## src/logic/buf_exchange_pkg.sv

```systemverilog
// buffer exchange package
// sizes, constants and packed bus types shared by the c-bus side,
// the channel buffers and the read-back mux
`default_nettype none

package buf_exchange_pkg;

    // --------------------
    // sizes
    // --------------------
    // six C-Link channels, each with a downlink and an uplink buffer
    localparam int NUM_CH     = 6;
    // buffer byte width
    localparam int DATA_W     = 8;
    // 2048 deep buffers
    localparam int BUF_ADDR_W = 11;
    // c-bus sees only the lower 1024 bytes
    localparam int CB_OFS_W   = 10;
    // addr reg + data reg in the buffer
    localparam int RD_LAT     = 2;

    // --------------------
    // basic types
    // --------------------
    typedef logic [DATA_W-1:0]     byte_t;
    typedef logic [BUF_ADDR_W-1:0] buf_addr_t;
    // one bit per channel, one-hot when valid
    typedef logic [NUM_CH-1:0]     ch_sel_t;

    // --------------------
    // bus words
    // --------------------
    // c-bus buffer address, select in [15:10], offset in [9:0]
    typedef struct packed {
        ch_sel_t               ch_sel;
        logic [CB_OFS_W-1:0]   offset;
    } cb_addr_t;

    // c-bus write, wren is a single-cycle strobe
    typedef struct packed {
        logic     wren;
        cb_addr_t addr;
        byte_t    data;
    } cb_wr_t;

    // c-bus read request, rden is a single-cycle strobe
    typedef struct packed {
        logic     rden;
        cb_addr_t addr;
    } cb_rd_t;

    // buffer write port
    // channel uplink writes and the RAM write ports both use this
    typedef struct packed {
        logic      wren;
        buf_addr_t addr;
        byte_t     data;
    } buf_wr_t;

endpackage

`default_nettype wire

```

## src/logic/cbus_rdata_mux.sv

```systemverilog
// c-bus read data mux
// picks the uplink byte of the channel named by the delayed one-hot
// read select and registers it onto the c-bus.
// an empty select leaves the last byte in place
`default_nettype none

module cbus_rdata_mux
(
    input  wire                              sys_clk_50m,
    input  wire                              i_rst_n,
    input  wire buf_exchange_pkg::ch_sel_t   i_rd_sel,
    input  wire buf_exchange_pkg::byte_t     i_up_rdata [buf_exchange_pkg::NUM_CH],
    output buf_exchange_pkg::byte_t          o_cb_rdata
);

    import buf_exchange_pkg::*;

    // selected byte, before the output register
    byte_t rdata_nxt;
    // some channel selected this cycle
    logic  sel_hit;

    // --------------------
    // one-hot select
    // --------------------
    always_comb
    begin
        rdata_nxt = '0;
        sel_hit   = 1'b0;
        // select is clean one-hot or empty from the controller
        for (int k = 0; k < NUM_CH; k++)
        begin
            if (i_rd_sel[k])
            begin
                rdata_nxt = i_up_rdata[k];
                sel_hit   = 1'b1;
            end
        end
    end

    // --------------------
    // output register
    // --------------------
    // last stage of the c-bus read, RAM data reg feeds it directly
    always_ff @(posedge sys_clk_50m or negedge i_rst_n)
    begin
        if (!i_rst_n)
        begin
            o_cb_rdata <= '0;
        end
        else if (sel_hit)
        begin
            o_cb_rdata <= rdata_nxt;
        end
    end

endmodule

`default_nettype wire

```

## config.mk

```make
export PLATFORM = sky130hd
export DESIGN_NAME = cbus_rdata_mux
export DESIGN_NICKNAME = d
export VERILOG_FILES = /design/src/logic/buf_exchange_pkg.sv /design/src/logic/cbus_rdata_mux.sv
export SDC_FILE = /design/constraint.sdc
export NUM_CORES = 1
export LEC_CHECK = 0
export BUFFER_PORTS_ARGS = -buffer_cell sky130_fd_sc_hd__buf_2
export CAP_MARGIN = 10
export CORE_MARGIN = 4
export CORE_UTILIZATION = 37
export DETAILED_ROUTE_END_ITERATION = 8
export PLACE_DENSITY = 0.79
export SLEW_MARGIN = 25
export SYNTH_ARGS = -nofsm -noshare
export SYNTH_HDL_FRONTEND = slang
export SYNTH_SLANG_ARGS = --single-unit
```

## constraint.sdc

```tcl
create_clock -name sys_clk_50m -period 1.4 [get_ports sys_clk_50m]
set_input_delay 0.42 -clock sys_clk_50m [delete_from_list [all_inputs] [get_ports sys_clk_50m]]
set_output_delay 0.42 -clock sys_clk_50m [all_outputs]
set_load 0.03 [all_outputs]
```

* Yosys cells after proc, flatten, opt, wreduce, memory -nomap -nowiden
Cells that the tools add are included.
Cells by class: muxes and demuxes 12
Operators by type and width (number):
- $mux 8 | 6
- $mux 1 | 6
Storage, ports and cells: register bits after elaboration 8, bits of input ports 56, output and inout bits 8

* Longest topological paths before layout
word-level depth 6, gate-level depth with buffers 5, gate-level depth less buffers 4

* Worst setup path after synthesis
No wires, ideal clock.
kind input port to flip-flop, from in i_rd_sel[4], to reg o_cb_rdata[2], setup time 121 ps, data arrival time 1506 ps, slack -227 ps, stages on the path 4, buffers on the path 1, cells stage by stage buf_6 -> or2_4 -> or4_4 -> o22a_1
Between the ends: word-level cells in the longest chain between the ends 2, elaborated cells between the ends (all ways) 4, those cells by class 4 x mux
RTL lines:
- start: declaration | line cbus_rdata_mux.sv:11 | input wire buf_exchange_pkg::ch_sel_t i_rd_sel,
- $mux 8 or $mux 1 (tied branches) (2 in a row) | line cbus_rdata_mux.sv:33 | if (i_rd_sel[k])
- end signal: assignment | line cbus_rdata_mux.sv:53 | o_cb_rdata <= rdata_nxt;
- end: declaration | line cbus_rdata_mux.sv:13 | output buf_exchange_pkg::byte_t o_cb_rdata
Several ways; a longest one is shown, not always the timed one. A chain may end at the register's enable or synchronous reset.

* Final worst setup path
from in i_rd_sel[5], to reg o_cb_rdata[0]
Between the ends: word-level cells in the longest chain between the ends 1, elaborated cells between the ends (all ways) 2, those cells by class 2 x mux
RTL lines (line):
- $mux 8 or $mux 1 (tied branches) | cbus_rdata_mux.sv:33
Several ways; a longest one is shown, not always the timed one.

==> results.yml <==
logic_synthesis:
  yosysTopAreaCellShare: 0.3131
  yosys.area.top_type: "dfrtp_1"
  seq_area_frac_synth: 0.3131
  syn_nets: 126
  yosysWarnings: 0
  synthTopCellsByArea: "dfrtp_1, a221oi_1, o22ai_1, a221o_1, a22o_1"
  ys_types: 28
  syn_inst: 70
  syn_area_sq_um: 639.4
  avgSynthCellArea_sq_um: 9.134
  ys_ff_latch: 8
final_layout:
  top_regs: "o_cb_rdata (8)"
  multi_input_area_sq_um: 412.9
  fin_cells: 160
  largest_register: "o_cb_rdata"
  drive_above_1_share: 0.5764
  nFillCells: 142
  nets: 202
  largest_register_ff_count: 8
  regArea_sq_um: 200.2
  syn2layout_area_growth_pct: 69.67
  antennaDiodeCount: 0
  final_cell_area_sq_mm: 0.001085
placed_design:
  placed_area_sq_mm: 0.001037
  dpl.hpwl_mm: 1.981
  portBuffers: 63
  pre_cts_slack_ps: -236.1
  routabilityCongestion: 0.7502
  placed_cells: 156
route:
  ant_nets: 0
  wl_per_cell_um: 14.65
  vias: 893
  drtIter0Drc: 11
  drc: 0
  post_drt_via_cell_ratio: 5.581
  wirelength_mm: 2.344
  drt_first_pass_iters: 4
worst_setup_path:
  cp-startpoint: "i_rd_sel[5]"
  max_stage_delay_ps: 520
  worst_ep_required_time_ps: 1540
  crit_arrival_ps: 1500
  path_class: "primary input to flop"
  crit_chain: "buf_6, or2_4, or4_4, o22a_1"
  r2r_setup_slack_ps: 450
  startpoint_type: "primary input"
  timing.rr.start: "o_cb_rdata[7]$_DFFE_PN0P_"
  r2r_cells: 2
  crit_end: "o_cb_rdata[0]$_DFFE_PN0P_"
  worst-path-stages: 4
  crit_family: "simple AND/OR/NAND/NOR gates"
  cp-end-kind: "flop"
  cpMaxStageDelayCell: "or4_4"
  r2r-end: "o_cb_rdata[7]$_DFFE_PN0P_"
  worstPathMaxFanout: 5
  path_buf_inv: 1
floorplanning:
  die_h_um: 49.57
  start_util: 0.4056
  rows: 14
  die_x_um: 49.57
  dieArea_sq_mm: 0.002457
  ios: 64
  coreArea_sq_mm: 0.001577
global_routing:
  grt_util_met3: 0.02410
  gr-usage-all-layers: 0.1937
  grt_most_used_layer: "met2"
  grt_pass1_wl_mm: 3.719
  met1_usage: 0.2370
  grt_util_met2: 0.3238
  antenna_found_initial: 0
  grt_pass1_vias: 857
  grt_overflow_total: 0
  grt_start_max_net_pins: 15
timing:
  relSlewSlack: 0.7803
  fin_skew_ps: 0
  hold_violations: 0
  fin_crit_sh: 0.9726
  period_needed_ps: 1362
  fmax_mhz: 734.4
  setup_viol: 0
  rsz0062_at_grt: "false"
  holdWs_ps: 445.2
  slew_viol_final: 0
  layout_setup_ws_ps: 38.41
  worst_slew_pin_slew_ps: 327.1
power_and_ir_drop:
  seq_power_share: 0.361
  clkPwrFrac: 0.235
  swShare: 0.3254
  cell_internal_pwr_w: 0.0004993
  power_density_mw_per_mm2: 682.3
  power_w: 0.0007401
  p_sw_w: 0.0002409
  ir_worst_vdd_mv: 0.2449
  pwr-share-comb: 0.405
  power.static_leakage_nw: 0.5445
job:
  maxCapViolCount: 0
cts:
  clkTransAtPathRegs_ps: 50
  clk_latency_ps: 260
  htree_levels: 1
  tritoncts: "done"
  cts.sinks: 8
  cts_made_buffers: 3
  clock_tree.buffer_depth: 2
  root_buffer: "clkbuf_4"
worst_hold_path:
  hold_class: "primary input to flop"
status:
  outcome: "finished clean"
worst min path at each step:
stage	start	end	slack, ps	cells after the start
2_1_floorplan	i_rst_n	o_cb_rdata[0]$_DFFE_PN0P_	120	0
3_3_place_gp	i_rst_n	o_cb_rdata[6]$_DFFE_PN0P_	260	1
3_5_place_dp	i_rst_n	o_cb_rdata[6]$_DFFE_PN0P_	260	1
4_1_cts	i_up_rdata[15]	o_cb_rdata[7]$_DFFE_PN0P_	430	3
5_1_grt	i_up_rdata[15]	o_cb_rdata[7]$_DFFE_PN0P_	480	3
6_report	i_up_rdata[15]	o_cb_rdata[7]$_DFFE_PN0P_	450	3
per-stage QoR:
| stage | utilization | setup TNS (ps) |
|---|---|---|
| detailed placement | 0.6579 | -1795 |
| floorplan | - | -876.1 |
| global placement | 0.6579 | -1633 |
| global route | 0.6881 | 0 |
| finish | 0.6881 | 0 |
| CTS | 0.6786 | 0 |
timing repair:
action | 4_1_cts | 5_1_grt
endpoints found under the setup margin | 0 | 7
hold endpoints to repair | 8 | 0
hold buffers | 1 | 0
setup buffers | 0 | 0
gates resized for setup | 0 | 5
layer usage:
metal | share of wire | wire length (um)
met1 | 0.41 | 972
met2 | 0.49 | 1137
met3 | 0.077 | 180
met4 | 0.023 | 53
met5 | 0 | 0
layout make-up:
class | instances | share of cell area
multi-input cells | 56 | 0.3806
inverters | 1 | 0.003460
repair buffers | 76 | 0.3922
flip-flops and latches | 8 | 0.1845
clock buffers | 3 | 0.02076
well taps | 16 | 0.01845
cell usage after synthesis:
library cell,count
dfrtp_1,8
a221oi_1,7
o22ai_1,6
a21oi_1,4
nand2b_1,4
a221o_1,3
a22o_1,3
clkbuf_1,3
nor2_1,3
nor2b_1,3
nor3_1,3
o22a_1,3
o31ai_1,3
nand2_1,2
o21ai_0,2
a211oi_1,1
a222oi_1,1
a31oi_1,1
buf_2,1
buf_6,1
clkinv_1,1
nand3b_1,1
nor4_4,1
o2111ai_1,1
o221ai_1,1
or2_1,1
or2_4,1
or4_4,1
tightest hold or removal path: stages:
cell and delay (ps):
buf_2 80, a222oi_1 70, o21ai_1 90
placed cells by master, fill, tap and decap left out, types with 2 or more instances in the layout:
cell type / instances
a21oi_1: 4
a221o_1: 3
a221oi_1: 7
a22o_1: 3
buf_2: 62
buf_4: 11
buf_6: 2
clkbuf_4: 3
dfrtp_1: 8
nand2_1: 2
nand2b_1: 4
nor2_1: 3
nor2b_1: 2
nor3_1: 3
o22a_1: 3
o22ai_1: 6
o31ai_1: 3
or2_4: 2
cell families (layout without fill, tap and decap cells):
group	count (synthesis)	after routing	share of synthesized area
compound gates	36	36	0.4306
simple gates	20	20	0.2074
flops	8	8	0.3131
buf+inv	6	80	0.04891
power groups by stage:
stage | Clock, W | Combinational (W) | Sequential, W
final | 0.000174 | 0.000299 | 0.000267
after CTS | 0.000180 | 0.000295 | 0.000267
after global placement | 0 | 0.000287 | 0.000270
after global routing | 0.000190 | 0.000326 | 0.000270
after detailed placement | 0 | 0.000291 | 0.000271
after floorplan | 0 | 0.0000978 | 0.000317
(Power assumes the default switching activity.)
