<file path="src/logic/buf_exchange_pkg.sv">
// buffer exchange package
// sizes, constants and packed bus types shared by the c-bus side,
// the channel buffers and the read-back mux
`default_nettype none

package buf_exchange_pkg;

    // --------------------
    // sizes
    // --------------------
    // six C-Link channels, each with a downlink and an uplink buffer
    localparam int NUM_CH     = 6;
    // buffer byte width
    localparam int DATA_W     = 8;
    // 2048 deep buffers
    localparam int BUF_ADDR_W = 11;
    // c-bus sees only the lower 1024 bytes
    localparam int CB_OFS_W   = 10;
    // addr reg + data reg in the buffer
    localparam int RD_LAT     = 2;

    // --------------------
    // basic types
    // --------------------
    typedef logic [DATA_W-1:0]     byte_t;
    typedef logic [BUF_ADDR_W-1:0] buf_addr_t;
    // one bit per channel, one-hot when valid
    typedef logic [NUM_CH-1:0]     ch_sel_t;

    // --------------------
    // bus words
    // --------------------
    // c-bus buffer address, select in [15:10], offset in [9:0]
    typedef struct packed {
        ch_sel_t               ch_sel;
        logic [CB_OFS_W-1:0]   offset;
    } cb_addr_t;

    // c-bus write, wren is a single-cycle strobe
    typedef struct packed {
        logic     wren;
        cb_addr_t addr;
        byte_t    data;
    } cb_wr_t;

    // c-bus read request, rden is a single-cycle strobe
    typedef struct packed {
        logic     rden;
        cb_addr_t addr;
    } cb_rd_t;

    // buffer write port
    // channel uplink writes and the RAM write ports both use this
    typedef struct packed {
        logic      wren;
        buf_addr_t addr;
        byte_t     data;
    } buf_wr_t;

endpackage

`default_nettype wire

</file>
<file path="src/logic/cbus_buf_ctrl.sv">
// c-bus buffer controller
// gates c-bus strobes with init done, checks the channel select is
// one-hot, builds the downlink write port and the shared uplink read
// address, and delays the read select to match the buffer latency.
// a bad select gives a registered one-cycle error pulse
`default_nettype none

module cbus_buf_ctrl
(
    input  wire                             sys_clk_50m,
    input  wire                             i_rst_n,
    input  wire logic                       i_init_done,
    input  wire buf_exchange_pkg::cb_wr_t   i_cb_wr,
    input  wire buf_exchange_pkg::cb_rd_t   i_cb_rd,
    output buf_exchange_pkg::buf_wr_t       o_dn_wr,
    output buf_exchange_pkg::ch_sel_t       o_dn_wsel,
    output buf_exchange_pkg::buf_addr_t     o_up_raddr,
    output buf_exchange_pkg::ch_sel_t       o_rd_sel,
    output logic                            o_cb_rvalid,
    output logic                            o_sel_err
);

    import buf_exchange_pkg::*;

    // gated strobes
    logic    wr_go;
    logic    rd_go;
    // strobes with a clean one-hot select
    logic    wr_ok;
    logic    rd_ok;
    // any gated strobe with a bad select
    logic    sel_bad;

    // read select / valid pipeline, index 0 is the first stage
    ch_sel_t rd_sel_q [RD_LAT];
    logic    rd_vld_q [RD_LAT];

    // exactly one bit set
    function automatic logic is_onehot(input ch_sel_t sel);
        ch_sel_t low_cleared;
        low_cleared = sel & (sel - 1'b1);
        return (sel != '0) && (low_cleared == '0);
    endfunction

    // --------------------
    // strobe gating and select check
    // --------------------
    always_comb
    begin
        // nothing gets through before init is done
        wr_go   = i_init_done & i_cb_wr.wren;
        rd_go   = i_init_done & i_cb_rd.rden;

        wr_ok   = wr_go & is_onehot(i_cb_wr.addr.ch_sel);
        rd_ok   = rd_go & is_onehot(i_cb_rd.addr.ch_sel);

        // write and read errors share one pulse
        sel_bad = (wr_go & ~wr_ok) | (rd_go & ~rd_ok);
    end

    // --------------------
    // downlink write port
    // --------------------
    always_comb
    begin
        // shared by all six downlink buffers, bit 10 forced low
        o_dn_wr.wren = wr_ok;
        o_dn_wr.addr = buf_addr_t'(i_cb_wr.addr.offset);
        o_dn_wr.data = i_cb_wr.data;

        // per-buffer enable, only the selected channel
        o_dn_wsel    = wr_ok ? i_cb_wr.addr.ch_sel : '0;
    end

    // uplink read address to all six buffers, upper half unreachable
    assign o_up_raddr = buf_addr_t'(i_cb_rd.addr.offset);

    // --------------------
    // read select pipeline
    // --------------------
    always_ff @(posedge sys_clk_50m or negedge i_rst_n)
    begin
        if (!i_rst_n)
        begin
            for (int s = 0; s < RD_LAT; s++)
            begin
                rd_sel_q[s] <= '0;
                rd_vld_q[s] <= 1'b0;
            end
            o_cb_rvalid <= 1'b0;
            o_sel_err   <= 1'b0;
        end
        else
        begin
            // stage 0 follows the buffer addr register
            rd_sel_q[0] <= rd_ok ? i_cb_rd.addr.ch_sel : '0;
            rd_vld_q[0] <= rd_ok;
            for (int s = 1; s < RD_LAT; s++)
            begin
                rd_sel_q[s] <= rd_sel_q[s-1];
                rd_vld_q[s] <= rd_vld_q[s-1];
            end

            // valid lines up with the mux output register
            o_cb_rvalid <= rd_vld_q[RD_LAT-1];
            o_sel_err   <= sel_bad;
        end
    end

    // select reaches the mux together with the buffer data register
    assign o_rd_sel = rd_sel_q[RD_LAT-1];

endmodule

`default_nettype wire

</file>
<file path="config.mk">
export PLATFORM = sky130hd
export DESIGN_NAME = cbus_buf_ctrl
export DESIGN_NICKNAME = d
export VERILOG_FILES = /design/src/logic/buf_exchange_pkg.sv /design/src/logic/cbus_buf_ctrl.sv
export SDC_FILE = /design/constraint.sdc
export NUM_CORES = 1
export LEC_CHECK = 0
export BUFFER_PORTS_ARGS = -buffer_cell sky130_fd_sc_hd__buf_4
export CAP_MARGIN = 20
export CORE_MARGIN = 2
export CORE_UTILIZATION = 36
export CTS_CLUSTER_DIAMETER = 80
export DETAILED_ROUTE_END_ITERATION = 10
export GPL_TIMING_DRIVEN = 1
export PLACE_DENSITY = 0.77
export SYNTH_ARGS = -nofsm -noshare
export SYNTH_HDL_FRONTEND = slang
export SYNTH_SLANG_ARGS = --single-unit
</file>
<file path="constraint.sdc">
create_clock -name sys_clk_50m -period 0.9 [get_ports sys_clk_50m]
set_input_delay 0.045 -clock sys_clk_50m [delete_from_list [all_inputs] [get_ports sys_clk_50m]]
set_output_delay 0.045 -clock sys_clk_50m [all_outputs]
set_load 0.01 [all_outputs]
</file>
Yosys cells after proc, flatten, opt, wreduce, memory -nomap -nowiden:

Index checks and enable logic that the tools add are counted.

* word-level logic and storage cells: 27
* output and inout port bits: 45
* register bits: 16

* muxes and demuxes: 2
* $add $sub $neg: 2
* reduce and logical (&&, ||, !) cells: 6
* bitwise logic cells: 11

Operators by type and width (count)
* $and A6 B6 Y6: 2
* $logic_not A6 Y1: 2
* $mux W6: 2
* $reduce_bool A6 Y1: 2
* $sub A6 B1 Y6 const B: 2
* $and A1 B1 Y1: 6
* $logic_and A1 B1 Y1: 2
* $not A1 Y1: 2
* $or A1 B1 Y1: 1

Logic depth before layout (Yosys ltp):

* word-level depth: 8
* gate-level depth with buffers: 4
* mapped depth without buffers: 4

Least setup slack after synthesis:

Ideal clock, no wire load.

* path type: input port to flip-flop
* start: in i_cb_rd[11] in the netlist's numbering
* end: reg rd_sel_q[10] in the netlist's numbering
* path buffers: 0
* arrival: 727 ps
* library setup time: 119 ps
* slack: 54 ps
* cell stages on the path: 4
* cells stage by stage: nor3b_1 o31ai_2 a21oi_2 and2_1

* cells in the longest elaborated chain, start to end: 6
* elaborated cells on any way between the ends: 7

Ends and longest elaborated chain
* start: declaration: RTL line cbus_buf_ctrl.sv:14 `input wire buf_exchange_pkg::cb_rd_t i_cb_rd,`
* $sub A6 B1 Y6: RTL line cbus_buf_ctrl.sv:41 `low_cleared = sel & (sel - 1'b1);`
* $and A6 B6 Y6: RTL line cbus_buf_ctrl.sv:41
* $logic_not A6 Y1: RTL line cbus_buf_ctrl.sv:42 `return (sel != '0) && (low_cleared == '0);`
* $logic_and A1 B1 Y1 (*): RTL line cbus_buf_ctrl.sv:42
* $and A1 B1 Y1 (*): RTL line cbus_buf_ctrl.sv:55 `rd_ok = rd_go & is_onehot(i_cb_rd.addr.ch_sel);`
* named net rd_ok: RTL line cbus_buf_ctrl.sv:30 `logic rd_ok;`
* $mux W6 (*): RTL line cbus_buf_ctrl.sv:96 `rd_sel_q[0] <= rd_ok ? i_cb_rd.addr.ch_sel : '0;`
* end signal: indexed assignment: RTL line cbus_buf_ctrl.sv:100 `rd_sel_q[s] <= rd_sel_q[s-1];`
* end: declaration: RTL line cbus_buf_ctrl.sv:35 `ch_sel_t rd_sel_q [RD_LAT];`

Mark *: on every way through the listed nets, which the timed path passes. The rest lies on a longest branch.

Worst setup path after layout:

* start: in i_cb_wr[18] in the netlist's numbering
* end: out o_dn_wsel[3]

* cells in the longest elaborated chain, start to end: 6
* elaborated cells on any way between the ends: 7

Ends and longest elaborated chain
* start: declaration: RTL line cbus_buf_ctrl.sv:13 `input wire buf_exchange_pkg::cb_wr_t i_cb_wr,`
* $sub A6 B1 Y6: RTL line cbus_buf_ctrl.sv:41
* $and A6 B6 Y6: RTL line cbus_buf_ctrl.sv:41
* $logic_not A6 Y1: RTL line cbus_buf_ctrl.sv:42
* $logic_and A1 B1 Y1 (*): RTL line cbus_buf_ctrl.sv:42
* $and A1 B1 Y1 (*): RTL line cbus_buf_ctrl.sv:54 `wr_ok = wr_go & is_onehot(i_cb_wr.addr.ch_sel);`
* $mux W6 (*): RTL line cbus_buf_ctrl.sv:72 `o_dn_wsel = wr_ok ? i_cb_wr.addr.ch_sel : '0;`
* end: declaration: RTL line cbus_buf_ctrl.sv:16 `output buf_exchange_pkg::ch_sel_t o_dn_wsel,`

Every way passes the cells marked *; elsewhere a longest branch is shown, timed or not.

==> reports/qor.csv <==
metric,value,unit
die_height,55.0,um
timing.rr.end,o_rd_sel[5],
overflow,0,
clock_latency,0.27,ns
endpoint,o_dn_wsel[3],
tns,-1.01,ns
area_growth,28.6,%
clockPowerShare,0.255,
layout_common_cells,"buf_4, dfrtp_1, buf_6",
grtUsageTotal,0.122,
grt_max_degree,17,
netSwitchingFraction,0.228,
grt_pass1_wl,2620,um
fin_crit_sh,1.18,
period_needed,1.06,ns
critPathArrivalTime,1.02,ns
cp_max_fo,7,
io_buffer_count,31,
status,finished with violations,
cts.sink_count,16,
timing.rr.start,rd_sel_q[11],
antenna_left,0,
leakagePower,0.589,nW
hp-class,input pin to register,
die_x,55.0,um
syn_avg_cell_area,10.1,um2
clk_path_buf_depth,2,
reg2reg_slack,0.42,ns
drcViolationCount,0,
antenna_found_initial,0,
setup_violations,7,
critical_path_required,0.85,ns
fin_ws,-0.163,ns
rsz0062_at_grt,true,
powerDensity,1110,nW/um2
die-area,3020,um2
clock_skew,0.000888,ns
drive_above_1_share,0.604,
drt-pass1-iter-count,2,
hold_violations,0,
hpwlAfterDp,1370,um
first_iter_violations,3,
htree_levels,1,
end_kind,output port,
synthDistinctLibCells,15,
clk_pin_slew,0.08,ns
cts_buffers,3,
nets,148,
p_sw,0.304,mW
slew_viol_final,0,
layout_commonest_cell,buf_4,
ir_worst_vdd,0.000574,V
maxCapViolations,0,
root_buffer,clkbuf_4,
initial_core_util,0.378,
post_drt_wl_per_cell,13.5,um
syn_area,936,um2
num_rows,18,
synth_warnings,0,
combPwrFrac,0.195,
startpoint_type,input pin,
first_global_vias,663,
power_frac_seq,0.550,
intPower,1.03,mW
seq_area_frac_synth,0.428,
violations,negative setup slack,
io_pins,90,
place_congestion,0.647,
cts_tree,done,
syn_inst,93,
crit_start,i_cb_wr[18],
drt_wl_total,1770,um
num_antenna_cells,0,
vias,601,
worstSetupPathType,input pin to output port,
rr_worst_depth,0,
ys_ff_latch,16,
max_freq,0.941,GHz
core,2480,um2
viasPerCell,4.59,
dp_slack,-0.277,ns
[state kept, by name, summed over array words and instances (netlist names)]
register	count
o_rd_sel	6
rd_sel_q	6
rd_vld_q	2
o_cb_rvalid	1
o_sel_err	1
[area by class of cell]
cell class                      count  area, um2
Clock buffer                        3       22.5
Fill cell                         245       1270
Inverter                            2       7.51
Multi-Input combinational cell     39        354
Sequential cell                    16        400
Tap cell                           30       37.5
Timing Repair Buffer               41        382
[power by group through the flow]
| stage | logic, mW | registers (mW) | clock network (mW) |
|---|---|---|---|
| floorplan | 0.192 | 0.750 | 0 |
| global placement | 0.180 | 0.747 | 0 |
| detailed placement | 0.189 | 0.748 | 0 |
| CTS | 0.247 | 0.733 | 0.361 |
| global route | 0.282 | 0.735 | 0.375 |
| finish | 0.260 | 0.733 | 0.339 |
[kinds of logic after synthesis]
logic type / Yosys count / share of synthesized area
buf+inv: 39 / 0.305
xor+xnor: 2 / 0.0187
flops: 16 / 0.428
compound gates: 9 / 0.0816
other cells: 1 / 0.00401
simple gates: 26 / 0.163
[worst max-delay path: stages]
cell and delay, ns:
buf_12 0.11, nor3b_4 0.15, o31ai_4 0.30, a21oi_4 0.12, and2_4 0.18, buf_6 0.11
[timing repair]
item                       4_1_cts  5_1_grt
hold endpoints to repair        17        0
hold buffers                     2        0
setup endpoints to repair        7        8
pin swaps                       14        6
cloned                           0        0
buffers inserted                 3        1
gates resized for setup         33        9
[Yosys cell counts (all sizes together)]
| master | number | area share |
|---|---|---|
| buf | 37 | 0.30 |
| dfrtp | 16 | 0.43 |
| and2 | 12 | 0.080 |
| nor3b | 6 | 0.048 |
| nand2 | 4 | 0.016 |
| a21oi | 2 | 0.019 |
| inv | 2 | 0.0080 |
| nor2 | 2 | 0.0080 |
| nor3 | 2 | 0.011 |
| o2111ai | 2 | 0.019 |
| o21ai | 2 | 0.011 |
| o31ai | 2 | 0.027 |
| xor2 | 2 | 0.019 |
| conb | 1 | 0.0040 |
| o22ai | 1 | 0.0067 |
[how the worst min path moves through the flow]
stage,endpoint,startpoint,cells after the start,slack (ns)
final,rd_sel_q[11],i_cb_rd[15],2,0.02
after global routing,rd_sel_q[11],i_cb_rd[15],2,0.02
after CTS,rd_sel_q[11],i_cb_rd[15],2,0.009
after detailed placement,o_rd_sel[2],i_rst_n,1,-0.09
after global placement,o_cb_rvalid,i_rst_n,1,-0.10
after floorplan,o_cb_rvalid,i_rst_n,0,-0.25
[per-stage QoR]
| step | power [mW] | hold slack [ns] | utilization | cells | area, um2 |
|---|---|---|---|---|---|
| 3_3_place_gp | 0.927 | -0.101 | 0.397 | 125 | 985 |
| 6_report | 1.33 | 0.0193 | 0.486 | 131 | 1200 |
| 2_1_floorplan | 0.942 | -0.251 | - | 94 | 940 |
| 4_1_cts | 1.34 | 0.00904 | 0.476 | 133 | 1180 |
| 3_5_place_dp | 0.937 | -0.0897 | 0.397 | 125 | 985 |
| 5_1_grt | 1.39 | 0.0243 | 0.486 | 131 | 1200 |
[routing by layer]
| layer | GRT usage | wire (um) |
|---|---|---|
| met4 | 0.0610 | 0 |
| met1 | 0.0857 | 484 |
| met2 | 0.272 | 1070 |
| met5 | 0 | 0 |
| met3 | 0.0349 | 208 |
(Power assumes the default switching activity.)
